$ cat src/include/cpu_defines.svh
/*
 * Core parameters: data width, register file size,
 * reset address and program counter step
 */
`ifndef CPU_DEFINES_SVH
`define CPU_DEFINES_SVH

`define CPU_XLEN        32
`define CPU_REG_ADDR_W  5
`define CPU_REG_COUNT   32
`define CPU_RESET_PC    32'h0000_0000
`define CPU_INSTR_BYTES 4

`endif

$ cat src/design/cpu_pkg.sv
/*
 * Shared types: major opcodes, ALU operations, instruction kinds,
 * the instruction word union and the decoded instruction struct
 */
`include "cpu_defines.svh"

package cpu_pkg;

    typedef enum logic [6:0] {
        OPC_LOAD   = 7'b0000011,
        OPC_STORE  = 7'b0100011,
        OPC_OP_IMM = 7'b0010011,
        OPC_OP     = 7'b0110011,
        OPC_BRANCH = 7'b1100011,
        OPC_LUI    = 7'b0110111,
        OPC_AUIPC  = 7'b0010111,
        OPC_JAL    = 7'b1101111,
        OPC_JALR   = 7'b1100111
    } opcode_e;

    typedef enum logic [3:0] {
        ALU_ADD, ALU_SUB, ALU_SLL, ALU_SLT, ALU_SLTU, ALU_XOR,
        ALU_SRL, ALU_SRA, ALU_OR, ALU_AND, ALU_PASS_B
    } alu_op_e;

    typedef enum logic [3:0] {
        KIND_ALU, KIND_LOAD, KIND_STORE, KIND_BRANCH, KIND_JAL,
        KIND_JALR, KIND_LUI, KIND_AUIPC, KIND_NOP
    } kind_e;

    typedef struct packed {
        logic [6:0]                 funct7;
        logic [`CPU_REG_ADDR_W-1:0] rs2;
        logic [`CPU_REG_ADDR_W-1:0] rs1;
        logic [2:0]                 funct3;
        logic [`CPU_REG_ADDR_W-1:0] rd;
        opcode_e                    opcode;
    } r_view_t;

    typedef struct packed {
        logic [6:0]                 imm_hi; // imm[11:5]
        logic [`CPU_REG_ADDR_W-1:0] rs2;
        logic [`CPU_REG_ADDR_W-1:0] rs1;
        logic [2:0]                 funct3;
        logic [4:0]                 imm_lo; // imm[4:0]
        opcode_e                    opcode;
    } s_view_t;

    typedef union packed {
        r_view_t r;
        s_view_t s;
    } instr_t;

    typedef struct packed {
        kind_e                      kind;
        alu_op_e                    alu_op;
        logic                       use_imm;
        logic [2:0]                 funct3;  // Branch condition
        logic [`CPU_REG_ADDR_W-1:0] rs1;
        logic [`CPU_REG_ADDR_W-1:0] rs2;
        logic [`CPU_REG_ADDR_W-1:0] rd;
        logic [`CPU_XLEN-1:0]       imm;     // Sign-extended, U-type pre-shifted
    } decoded_t;

endpackage

$ cat src/design/instr_decoder.sv
/*
 * Instruction decoder: opcode and function fields to operation kind,
 * ALU op, register indices and the format-specific immediate
 */
`timescale 1ns/1ps
`include "cpu_defines.svh"

module instr_decoder
    import cpu_pkg::*;
(
    input  instr_t   instr,
    output decoded_t dec
);

    logic [`CPU_XLEN-1:0] imm_i;
    logic [`CPU_XLEN-1:0] imm_s;
    logic [`CPU_XLEN-1:0] imm_b;
    logic [`CPU_XLEN-1:0] imm_u;
    logic [`CPU_XLEN-1:0] imm_j;
    logic                 alt;
    logic                 ok_f7;

    function automatic alu_op_e arith_op(input logic [2:0] f3, input logic sub, input logic sra);
        case (f3)
            3'b000:  return sub ? ALU_SUB : ALU_ADD;
            3'b001:  return ALU_SLL;
            3'b010:  return ALU_SLT;
            3'b011:  return ALU_SLTU;
            3'b100:  return ALU_XOR;
            3'b101:  return sra ? ALU_SRA : ALU_SRL;
            3'b110:  return ALU_OR;
            default: return ALU_AND;
        endcase
    endfunction

    assign imm_i = {{20{instr.r.funct7[6]}}, instr.r.funct7, instr.r.rs2};
    assign imm_s = {{20{instr.s.imm_hi[6]}}, instr.s.imm_hi, instr.s.imm_lo};
    assign imm_b = {{20{instr.s.imm_hi[6]}}, instr.s.imm_lo[0], instr.s.imm_hi[5:0],
                    instr.s.imm_lo[4:1], 1'b0};
    assign imm_u = {instr.r.funct7, instr.r.rs2, instr.r.rs1, instr.r.funct3, 12'b0};
    assign imm_j = {{12{instr.r.funct7[6]}}, instr.r.rs1, instr.r.funct3, instr.r.rs2[0],
                    instr.r.funct7[5:0], instr.r.rs2[4:1], 1'b0};

    assign alt   = instr.r.funct7[5];  // SUB / SRA select
    assign ok_f7 = (instr.r.funct7 == 7'b0000000) ||
                   (instr.r.funct7 == 7'b0100000 &&
                    (instr.r.funct3 == 3'b000 || instr.r.funct3 == 3'b101));

    always_comb begin
        dec        = '0;
        dec.kind   = KIND_NOP;
        dec.funct3 = instr.r.funct3;
        dec.rs1    = instr.r.rs1;
        dec.rs2    = instr.r.rs2;
        dec.rd     = instr.r.rd;
        case (instr.r.opcode)
            OPC_OP: begin
                if (ok_f7) begin
                    dec.kind   = KIND_ALU;
                    dec.alu_op = arith_op(instr.r.funct3, alt, alt);
                end
            end
            OPC_OP_IMM: begin
                if (instr.r.funct3[1:0] != 2'b01 || ok_f7) begin  // Shifts check funct7
                    dec.kind    = KIND_ALU;
                    dec.use_imm = 1'b1;
                    dec.imm     = imm_i;
                    dec.alu_op  = arith_op(instr.r.funct3, 1'b0, alt);
                end
            end
            OPC_LOAD: begin
                if (instr.r.funct3 == 3'b010) begin  // LW only
                    dec.kind    = KIND_LOAD;
                    dec.use_imm = 1'b1;
                    dec.imm     = imm_i;
                end
            end
            OPC_STORE: begin
                if (instr.s.funct3 == 3'b010) begin  // SW only
                    dec.kind    = KIND_STORE;
                    dec.use_imm = 1'b1;
                    dec.imm     = imm_s;
                end
            end
            OPC_BRANCH: begin
                if (instr.r.funct3[2:1] != 2'b01) begin
                    dec.kind = KIND_BRANCH;
                    dec.imm  = imm_b;
                end
            end
            OPC_LUI: begin
                dec.kind    = KIND_LUI;
                dec.use_imm = 1'b1;
                dec.imm     = imm_u;
                dec.alu_op  = ALU_PASS_B;
            end
            OPC_AUIPC: begin
                dec.kind    = KIND_AUIPC;
                dec.use_imm = 1'b1;
                dec.imm     = imm_u;
            end
            OPC_JAL: begin
                dec.kind    = KIND_JAL;
                dec.use_imm = 1'b1;
                dec.imm     = imm_j;
            end
            OPC_JALR: begin
                if (instr.r.funct3 == 3'b000) begin
                    dec.kind    = KIND_JALR;
                    dec.use_imm = 1'b1;
                    dec.imm     = imm_i;
                end
            end
            default: ;  // Unknown opcode stays a no-op
        endcase
    end

endmodule

$ cat src/design/register_file.sv
/*
 * Register file: 32 entries, two combinational read ports,
 * one write port, x0 reads zero
 */
`timescale 1ns/1ps
`include "cpu_defines.svh"

module register_file (
    input  logic                       clk,
    input  logic                       reset,
    input  logic [`CPU_REG_ADDR_W-1:0] raddr1,
    input  logic [`CPU_REG_ADDR_W-1:0] raddr2,
    output logic [`CPU_XLEN-1:0]       rdata1,
    output logic [`CPU_XLEN-1:0]       rdata2,
    input  logic                       we,
    input  logic [`CPU_REG_ADDR_W-1:0] waddr,
    input  logic [`CPU_XLEN-1:0]       wdata
);

    logic [`CPU_XLEN-1:0] regs [`CPU_REG_COUNT];

    always_ff @(posedge clk) begin
        if (reset) begin
            for (int i = 0; i < `CPU_REG_COUNT; i++) begin
                regs[i] <= '0;
            end
        end else if (we && waddr != '0) begin  // Writes to x0 dropped
            regs[waddr] <= wdata;
        end
    end

    assign rdata1 = (raddr1 == '0) ? '0 : regs[raddr1];
    assign rdata2 = (raddr2 == '0) ? '0 : regs[raddr2];

endmodule

$ cat src/design/alu.sv
/*
 * ALU: add/sub, logic, shifts, set-less-than and operand pass,
 * plus the six branch comparisons selected by funct3
 */
`timescale 1ns/1ps
`include "cpu_defines.svh"

module alu
    import cpu_pkg::*;
(
    input  alu_op_e              op,
    input  logic [2:0]           funct3,
    input  logic [`CPU_XLEN-1:0] a,
    input  logic [`CPU_XLEN-1:0] b,
    output logic [`CPU_XLEN-1:0] result,
    output logic                 taken
);

    logic [4:0] shamt;
    logic       lt_signed;
    logic       lt_unsigned;

    assign shamt       = b[4:0];
    assign lt_signed   = $signed(a) < $signed(b);
    assign lt_unsigned = a < b;

    always_comb begin
        case (op)
            ALU_SUB:    result = a - b;
            ALU_SLL:    result = a << shamt;
            ALU_SLT:    result = {{(`CPU_XLEN-1){1'b0}}, lt_signed};
            ALU_SLTU:   result = {{(`CPU_XLEN-1){1'b0}}, lt_unsigned};
            ALU_XOR:    result = a ^ b;
            ALU_SRL:    result = a >> shamt;
            ALU_SRA:    result = $signed(a) >>> shamt;
            ALU_OR:     result = a | b;
            ALU_AND:    result = a & b;
            ALU_PASS_B: result = b;
            default:    result = a + b;  // ALU_ADD
        endcase
    end

    always_comb begin
        case (funct3)
            3'b000:  taken = (a == b);     // BEQ
            3'b001:  taken = (a != b);     // BNE
            3'b100:  taken = lt_signed;    // BLT
            3'b101:  taken = !lt_signed;   // BGE
            3'b110:  taken = lt_unsigned;  // BLTU
            3'b111:  taken = !lt_unsigned; // BGEU
            default: taken = 1'b0;
        endcase
    end

endmodule

$ cat src/design/cpu_control.sv
/*
 * Four-phase sequencer for decode, execute, memory and writeback.
 * Holds the PC and decoded instruction, drives ALU operands,
 * data memory strobes, register writeback and next-PC selection
 */
`timescale 1ns/1ps
`include "cpu_defines.svh"

module cpu_control
    import cpu_pkg::*;
(
    input  logic                       clk,
    input  logic                       reset,
    input  decoded_t                   dec,
    input  logic [`CPU_XLEN-1:0]       rdata1,
    input  logic [`CPU_XLEN-1:0]       rdata2,
    input  logic [`CPU_XLEN-1:0]       alu_result,
    input  logic                       taken,
    input  logic [`CPU_XLEN-1:0]       drdata,
    output alu_op_e                    alu_op,
    output logic [2:0]                 alu_funct3,
    output logic [`CPU_XLEN-1:0]       alu_a,
    output logic [`CPU_XLEN-1:0]       alu_b,
    output logic [`CPU_REG_ADDR_W-1:0] rs1,
    output logic [`CPU_REG_ADDR_W-1:0] rs2,
    output logic                       rf_we,
    output logic [`CPU_REG_ADDR_W-1:0] rf_waddr,
    output logic [`CPU_XLEN-1:0]       rf_wdata,
    output logic [`CPU_XLEN-1:0]       iaddr,
    output logic [`CPU_XLEN-1:0]       daddr,
    output logic [`CPU_XLEN-1:0]       dwdata,
    output logic [3:0]                 dwe
);

    typedef enum logic [1:0] {PH_DECODE, PH_EXECUTE, PH_MEMORY, PH_WRITEBACK} phase_e;

    phase_e               phase;
    decoded_t             dec_q;
    logic [`CPU_XLEN-1:0] load_q;
    logic [`CPU_XLEN-1:0] pc_plus4;
    logic [`CPU_XLEN-1:0] next_pc;

    always_ff @(posedge clk) begin
        if (reset) begin
            phase <= PH_DECODE;
            iaddr <= `CPU_RESET_PC;
            dwe   <= '0;
        end else begin
            case (phase)
                PH_DECODE: phase <= PH_EXECUTE;
                PH_EXECUTE: begin
                    phase <= PH_MEMORY;
                    if (dec_q.kind == KIND_STORE) begin
                        dwe <= '1;  // Full word store
                    end
                end
                PH_MEMORY: begin
                    phase <= PH_WRITEBACK;
                    dwe   <= '0;
                end
                default: begin
                    phase <= PH_DECODE;
                    iaddr <= next_pc;
                end
            endcase
        end
    end

    always_ff @(posedge clk) begin
        case (phase)
            PH_DECODE: dec_q <= dec;
            PH_EXECUTE: begin
                if (dec_q.kind == KIND_LOAD || dec_q.kind == KIND_STORE) begin
                    daddr <= alu_result;
                end
                if (dec_q.kind == KIND_STORE) begin
                    dwdata <= rdata2;
                end
            end
            PH_MEMORY: begin
                if (dec_q.kind == KIND_LOAD) begin
                    load_q <= drdata;
                end
            end
            default: ;
        endcase
    end

    assign rs1        = dec_q.rs1;
    assign rs2        = dec_q.rs2;
    assign alu_op     = dec_q.alu_op;
    assign alu_funct3 = dec_q.funct3;
    assign alu_a      = (dec_q.kind == KIND_JAL || dec_q.kind == KIND_AUIPC) ? iaddr : rdata1;
    assign alu_b      = dec_q.use_imm ? dec_q.imm : rdata2;
    assign pc_plus4   = iaddr + `CPU_INSTR_BYTES;

    assign rf_waddr = dec_q.rd;
    assign rf_we    = (phase == PH_WRITEBACK) &&
                      (dec_q.kind inside {KIND_ALU, KIND_LOAD, KIND_JAL, KIND_JALR,
                                          KIND_LUI, KIND_AUIPC});

    always_comb begin
        case (dec_q.kind)
            KIND_LOAD:           rf_wdata = load_q;
            KIND_JAL, KIND_JALR: rf_wdata = pc_plus4;  // Link address
            default:             rf_wdata = alu_result;  // LUI immediate via ALU pass
        endcase
    end

    always_comb begin
        case (dec_q.kind)
            KIND_BRANCH: next_pc = taken ? iaddr + dec_q.imm : pc_plus4;
            KIND_JAL:    next_pc = alu_result;  // PC + imm from ALU
            KIND_JALR:   next_pc = {alu_result[`CPU_XLEN-1:1], 1'b0};
            default:     next_pc = pc_plus4;
        endcase
    end

endmodule

$ cat src/design/cpu.sv
/*
 * Multi-cycle RV32I subset core: decoder, register file,
 * ALU and phase control
 */
`timescale 1ns/1ps
`include "cpu_defines.svh"

module cpu
    import cpu_pkg::*;
(
    input  logic                 clk,
    input  logic                 reset,
    output logic [`CPU_XLEN-1:0] iaddr,
    input  logic [`CPU_XLEN-1:0] idata,
    output logic [`CPU_XLEN-1:0] daddr,
    input  logic [`CPU_XLEN-1:0] drdata,
    output logic [`CPU_XLEN-1:0] dwdata,
    output logic [3:0]           dwe
);

    decoded_t                   dec;
    logic [`CPU_REG_ADDR_W-1:0] rs1;
    logic [`CPU_REG_ADDR_W-1:0] rs2;
    logic [`CPU_XLEN-1:0]       rdata1;
    logic [`CPU_XLEN-1:0]       rdata2;
    logic                       rf_we;
    logic [`CPU_REG_ADDR_W-1:0] rf_waddr;
    logic [`CPU_XLEN-1:0]       rf_wdata;
    alu_op_e                    alu_op;
    logic [2:0]                 alu_funct3;
    logic [`CPU_XLEN-1:0]       alu_a;
    logic [`CPU_XLEN-1:0]       alu_b;
    logic [`CPU_XLEN-1:0]       alu_result;
    logic                       taken;

    instr_decoder u_decoder (
        .instr (idata),
        .dec   (dec)
    );

    register_file u_regfile (
        .clk    (clk),
        .reset  (reset),
        .raddr1 (rs1),
        .raddr2 (rs2),
        .rdata1 (rdata1),
        .rdata2 (rdata2),
        .we     (rf_we),
        .waddr  (rf_waddr),
        .wdata  (rf_wdata)
    );

    alu u_alu (
        .op     (alu_op),
        .funct3 (alu_funct3),
        .a      (alu_a),
        .b      (alu_b),
        .result (alu_result),
        .taken  (taken)
    );

    cpu_control u_control (
        .clk        (clk),
        .reset      (reset),
        .dec        (dec),
        .rdata1     (rdata1),
        .rdata2     (rdata2),
        .alu_result (alu_result),
        .taken      (taken),
        .drdata     (drdata),
        .alu_op     (alu_op),
        .alu_funct3 (alu_funct3),
        .alu_a      (alu_a),
        .alu_b      (alu_b),
        .rs1        (rs1),
        .rs2        (rs2),
        .rf_we      (rf_we),
        .rf_waddr   (rf_waddr),
        .rf_wdata   (rf_wdata),
        .iaddr      (iaddr),
        .daddr      (daddr),
        .dwdata     (dwdata),
        .dwe        (dwe)
    );

endmodule

$ cat config.mk
export PLATFORM = sky130hd
export DESIGN_NAME = cpu
export DESIGN_NICKNAME = d
export VERILOG_FILES = /design/src/design/cpu_pkg.sv /design/src/design/instr_decoder.sv /design/src/design/register_file.sv /design/src/design/alu.sv /design/src/design/cpu_control.sv /design/src/design/cpu.sv
export VERILOG_INCLUDE_DIRS = /design/src /design/src/include
export SDC_FILE = /design/constraint.sdc
export NUM_CORES = 2
export LEC_CHECK = 0
export BUFFER_PORTS_ARGS = -buffer_cell sky130_fd_sc_hd__buf_2
export CAP_MARGIN = 20
export CELL_PAD_IN_SITES_DETAIL_PLACEMENT = 0
export CELL_PAD_IN_SITES_GLOBAL_PLACEMENT = 1
export CORE_UTILIZATION = 25
export DETAILED_ROUTE_END_ITERATION = 12
export PLACE_DENSITY_LB_ADDON = 0.25
export SLEW_MARGIN = 20
export SYNTH_ARGS = -nofsm -noshare
export SYNTH_HDL_FRONTEND = slang
export SYNTH_HIERARCHICAL = 1
export SYNTH_SLANG_ARGS = --single-unit
$ cat constraint.sdc
create_clock -name clk -period 11.4 [get_ports clk]
set_input_delay 0.57 -clock clk [delete_from_list [all_inputs] [get_ports clk]]
set_output_delay 0.57 -clock clk [all_outputs]
set_load 0.1 [all_outputs]
==> impl_metrics.ini <==
[route]
vias = 53789
wl_per_cell_um = 33.48
drc = 0
firstDrtPassIters = 5
vias_per_cell = 5.402
drtAntennaViolNets = 0
dr.first_iter.drc_count = 6111
wirelength_um = 333400

[logic_synthesis]
ys_seq_elements = 1214
yosysSeqAreaShare = 0.4859
synthAdderAreaFrac = 0.02320
synthMuxAreaShare = 0.1984
yosys.area_share.simple = 0.1433
syn_area_um2 = 74310
synth_top_family_by_area = multiplexers
synthArstFlopShare = 0
avgSynthCellArea_um2 = 12.65
synth_flop_cell = edfxtp_1
syn_inst = 5875
synth-edff-count = 1179
synth.distinct_cells = 105
synth.yosys.warnings = 6
synth_xor_area_frac = 0.006601
synth_compound_area_frac = 0.09842

[global_route]
grt_max_degree = 91
grt_overflow = 0
grt_usage = 0.2167
grt_antenna_before_repair = 30
grt_pass1_wl_um = 453700
grt_pass1_vias = 53134

[cts]
cts-buffers-inserted = 160
ctsHtreeMaxLevel = 4
clock_latency_ns = 0.86
clkTransAtPathRegs_ns = 0.06
cts_buffer_depth = 4
cts-root-buf = clkbuf_16
cts_tree = built
cts_sinks = 1214

[critical_path]
worst_path_most_repeated_cell = buf_4
crit_arrival_ns = 10.04
required_ns = 12.06
r2r_setup_slack_ns = 2.02
crit_slowest_cell = a2111oi_1
start_kind = flop
critical_path.max_fanout = 31
max_stage_delay_ns = 0.98
end_kind = flop
crit_type = flop to flop

[place]
dp_hpwl_um = 221300
port_buffers = 165
place.gp.congestion = 0.9173

[worst_hold_path]
hold_class = input pin to flop

[sta]
clock_skew_ns = 0.09055
final.setup.tns_ns = 0
period_share = 0.8227
maxSlewViolCount = 0
worst_slew_pin_slew_ns = 1.290
final-setup-viol-count = 0
rsz0062_at_grt = no
finalHoldViolCount = 0
max-slew-margin-rel = 0.1380
maxClockFrequency_ghz = 0.1066
fin_crit_ns = 9.379

[run_status]
status = completed

[floorplan]
dieHeight_um = 547.2
rows = 199
core_area_um2 = 294800
die-area_um2 = 299400
start_util = 0.2520
die_w_um = 547.2
io_pins = 166

[layout]
layout_commonest_cell = edfxtp_1
syn_to_final_growth_pct = 14.94
final_cell_mix = 1,179 x edfxtp_1, 1,010 x and2_1, 510 x mux4_2
n_fill_cell = 29834
fin_nets = 6123
drive_gt1_frac = 0.2354

[flow_run]
cap_violations = 0
-- state kept, by name, indices dropped and copies added (netlist names) --
signal	count
u_control/alu_op	4
u_control/daddr	32
u_control/rs1	5
u_control/load_q	32
u_control/phase	2
u_control/dwe	1
u_control/dec_q	37
u_control/iaddr	32
u_control/alu_funct3	3
u_control/rf_waddr	5
u_control/dwdata	32
u_regfile/regs	1024
u_control/rs2	5
-- synth_stat cells (15+ instances only) --
cell,n,area [µm²]
nor4_1,17,106.4
ha_1,133,1664
dfxtp_1,35,700.7
inv_1,121,454.2
mux2_2,107,1205
buf_1,28,105.1
nand3_1,48,240.2
clkbuf_1,384,1441
and2_1,1011,6325
nor2_1,270,1013
nand4_1,27,168.9
mux4_2,510,11490
nand2_1,205,769.5
a22oi_1,66,495.5
nor3_1,112,560.5
buf_2,76,380.4
a221o_1,19,190.2
nor2b_1,38,237.7
or2_2,40,250.2
a21o_1,55,412.9
a211o_1,20,175.2
o21bai_1,16,120.1
a221oi_1,35,306.5
o21ai_0,146,730.7
nand2b_1,34,212.7
a2111oi_0,17,148.9
and3_1,23,143.9
xor2_1,24,210.2
buf_6,24,270.3
o22ai_1,122,763.2
a2111oi_1,41,410.4
o211ai_1,46,345.3
a21oi_1,180,900.9
buf_4,80,600.6
a22o_1,59,516.8
a211oi_1,52,390.4
xnor2_1,32,280.3
mux2i_1,204,2042
o31ai_1,15,112.6
edfxtp_1,1179,35400
-- critical path: cells and delay by family (launching register included) --
family,cells,cell delay [ns]
flops,1,0.34
compound gates,11,3.84
simple gates,5,2.00
buf+inv,6,1.86
fa+ha+maj,1,0.41
xor+xnor,1,0.14
mux,1,0.47
-- worst paths after layout --
check                                   from  cells after the start                         endpoint
max               u_control/rs2[3]$_DFFE_PP_                     25  u_control/iaddr[6]$_SDFFE_PP0P_
min                                idata[23]                      1       u_control/rs2[3]$_DFFE_PP_
max reg2reg       u_control/rs2[3]$_DFFE_PP_                     25  u_control/iaddr[6]$_SDFFE_PP0P_
min reg2reg  u_control/iaddr[5]$_SDFFE_PP0P_                      2  u_control/iaddr[5]$_SDFFE_PP0P_
-- per-stage QoR --
stage	instance area [µm²]	cells	util	worst slack, ns	hold slack, ns
2_1_floorplan	74420	5906	-	4.364	0.6084
6_report	85400	9958	0.2897	2.021	0.05711
4_1_cts	85350	9946	0.2895	2.295	0.001763
3_5_place_dp	79930	9634	0.2711	2.348	0.5939
3_3_place_gp	79880	9633	0.2709	2.260	0.5886
5_1_grt	85380	9947	0.2896	2.003	0.01450
-- metal layers --
metal | GRT usage | wire length (µm)
met5 | 0 | 38
met4 | 0.07572 | 12760
met3 | 0.02729 | 21080
met2 | 0.3699 | 161700
met1 | 0.2813 | 137800
-- layout make-up --
type / count / area (µm²) / share of cell area
antenna: 11 / 27.53 / 0.0003223
sequential: 1214 / 36100 / 0.4228
timing repair buffer: 446 / 3248 / 0.03803
inverter: 124 / 465.4 / 0.005450
multi-input combinational: 3975 / 35670 / 0.4177
tap: 3919 / 4903 / 0.05742
clock buffer: 196 / 4170 / 0.04883
clock inverter: 73 / 814.5 / 0.009537
-- cells by family after synthesis --
logic type,after synthesis
AO/OA/AOI/OAI,1029
XOR/XNOR,56
adder cells (fa/ha/maj),136
buffers and inverters,717
flip-flops,1214
multiplexers,822
other,1
AND/OR/NAND/NOR,1900
-- what timing repair did --
item,CTS,global route
resized for setup,0,0
hold endpoints to repair,43,0
hold buffers,43,0
setup buffers,0,0
Power is left out: the tool's default activity adds up to more than one toggle a clock period on the data nets, which glitch-free logic cannot reach.
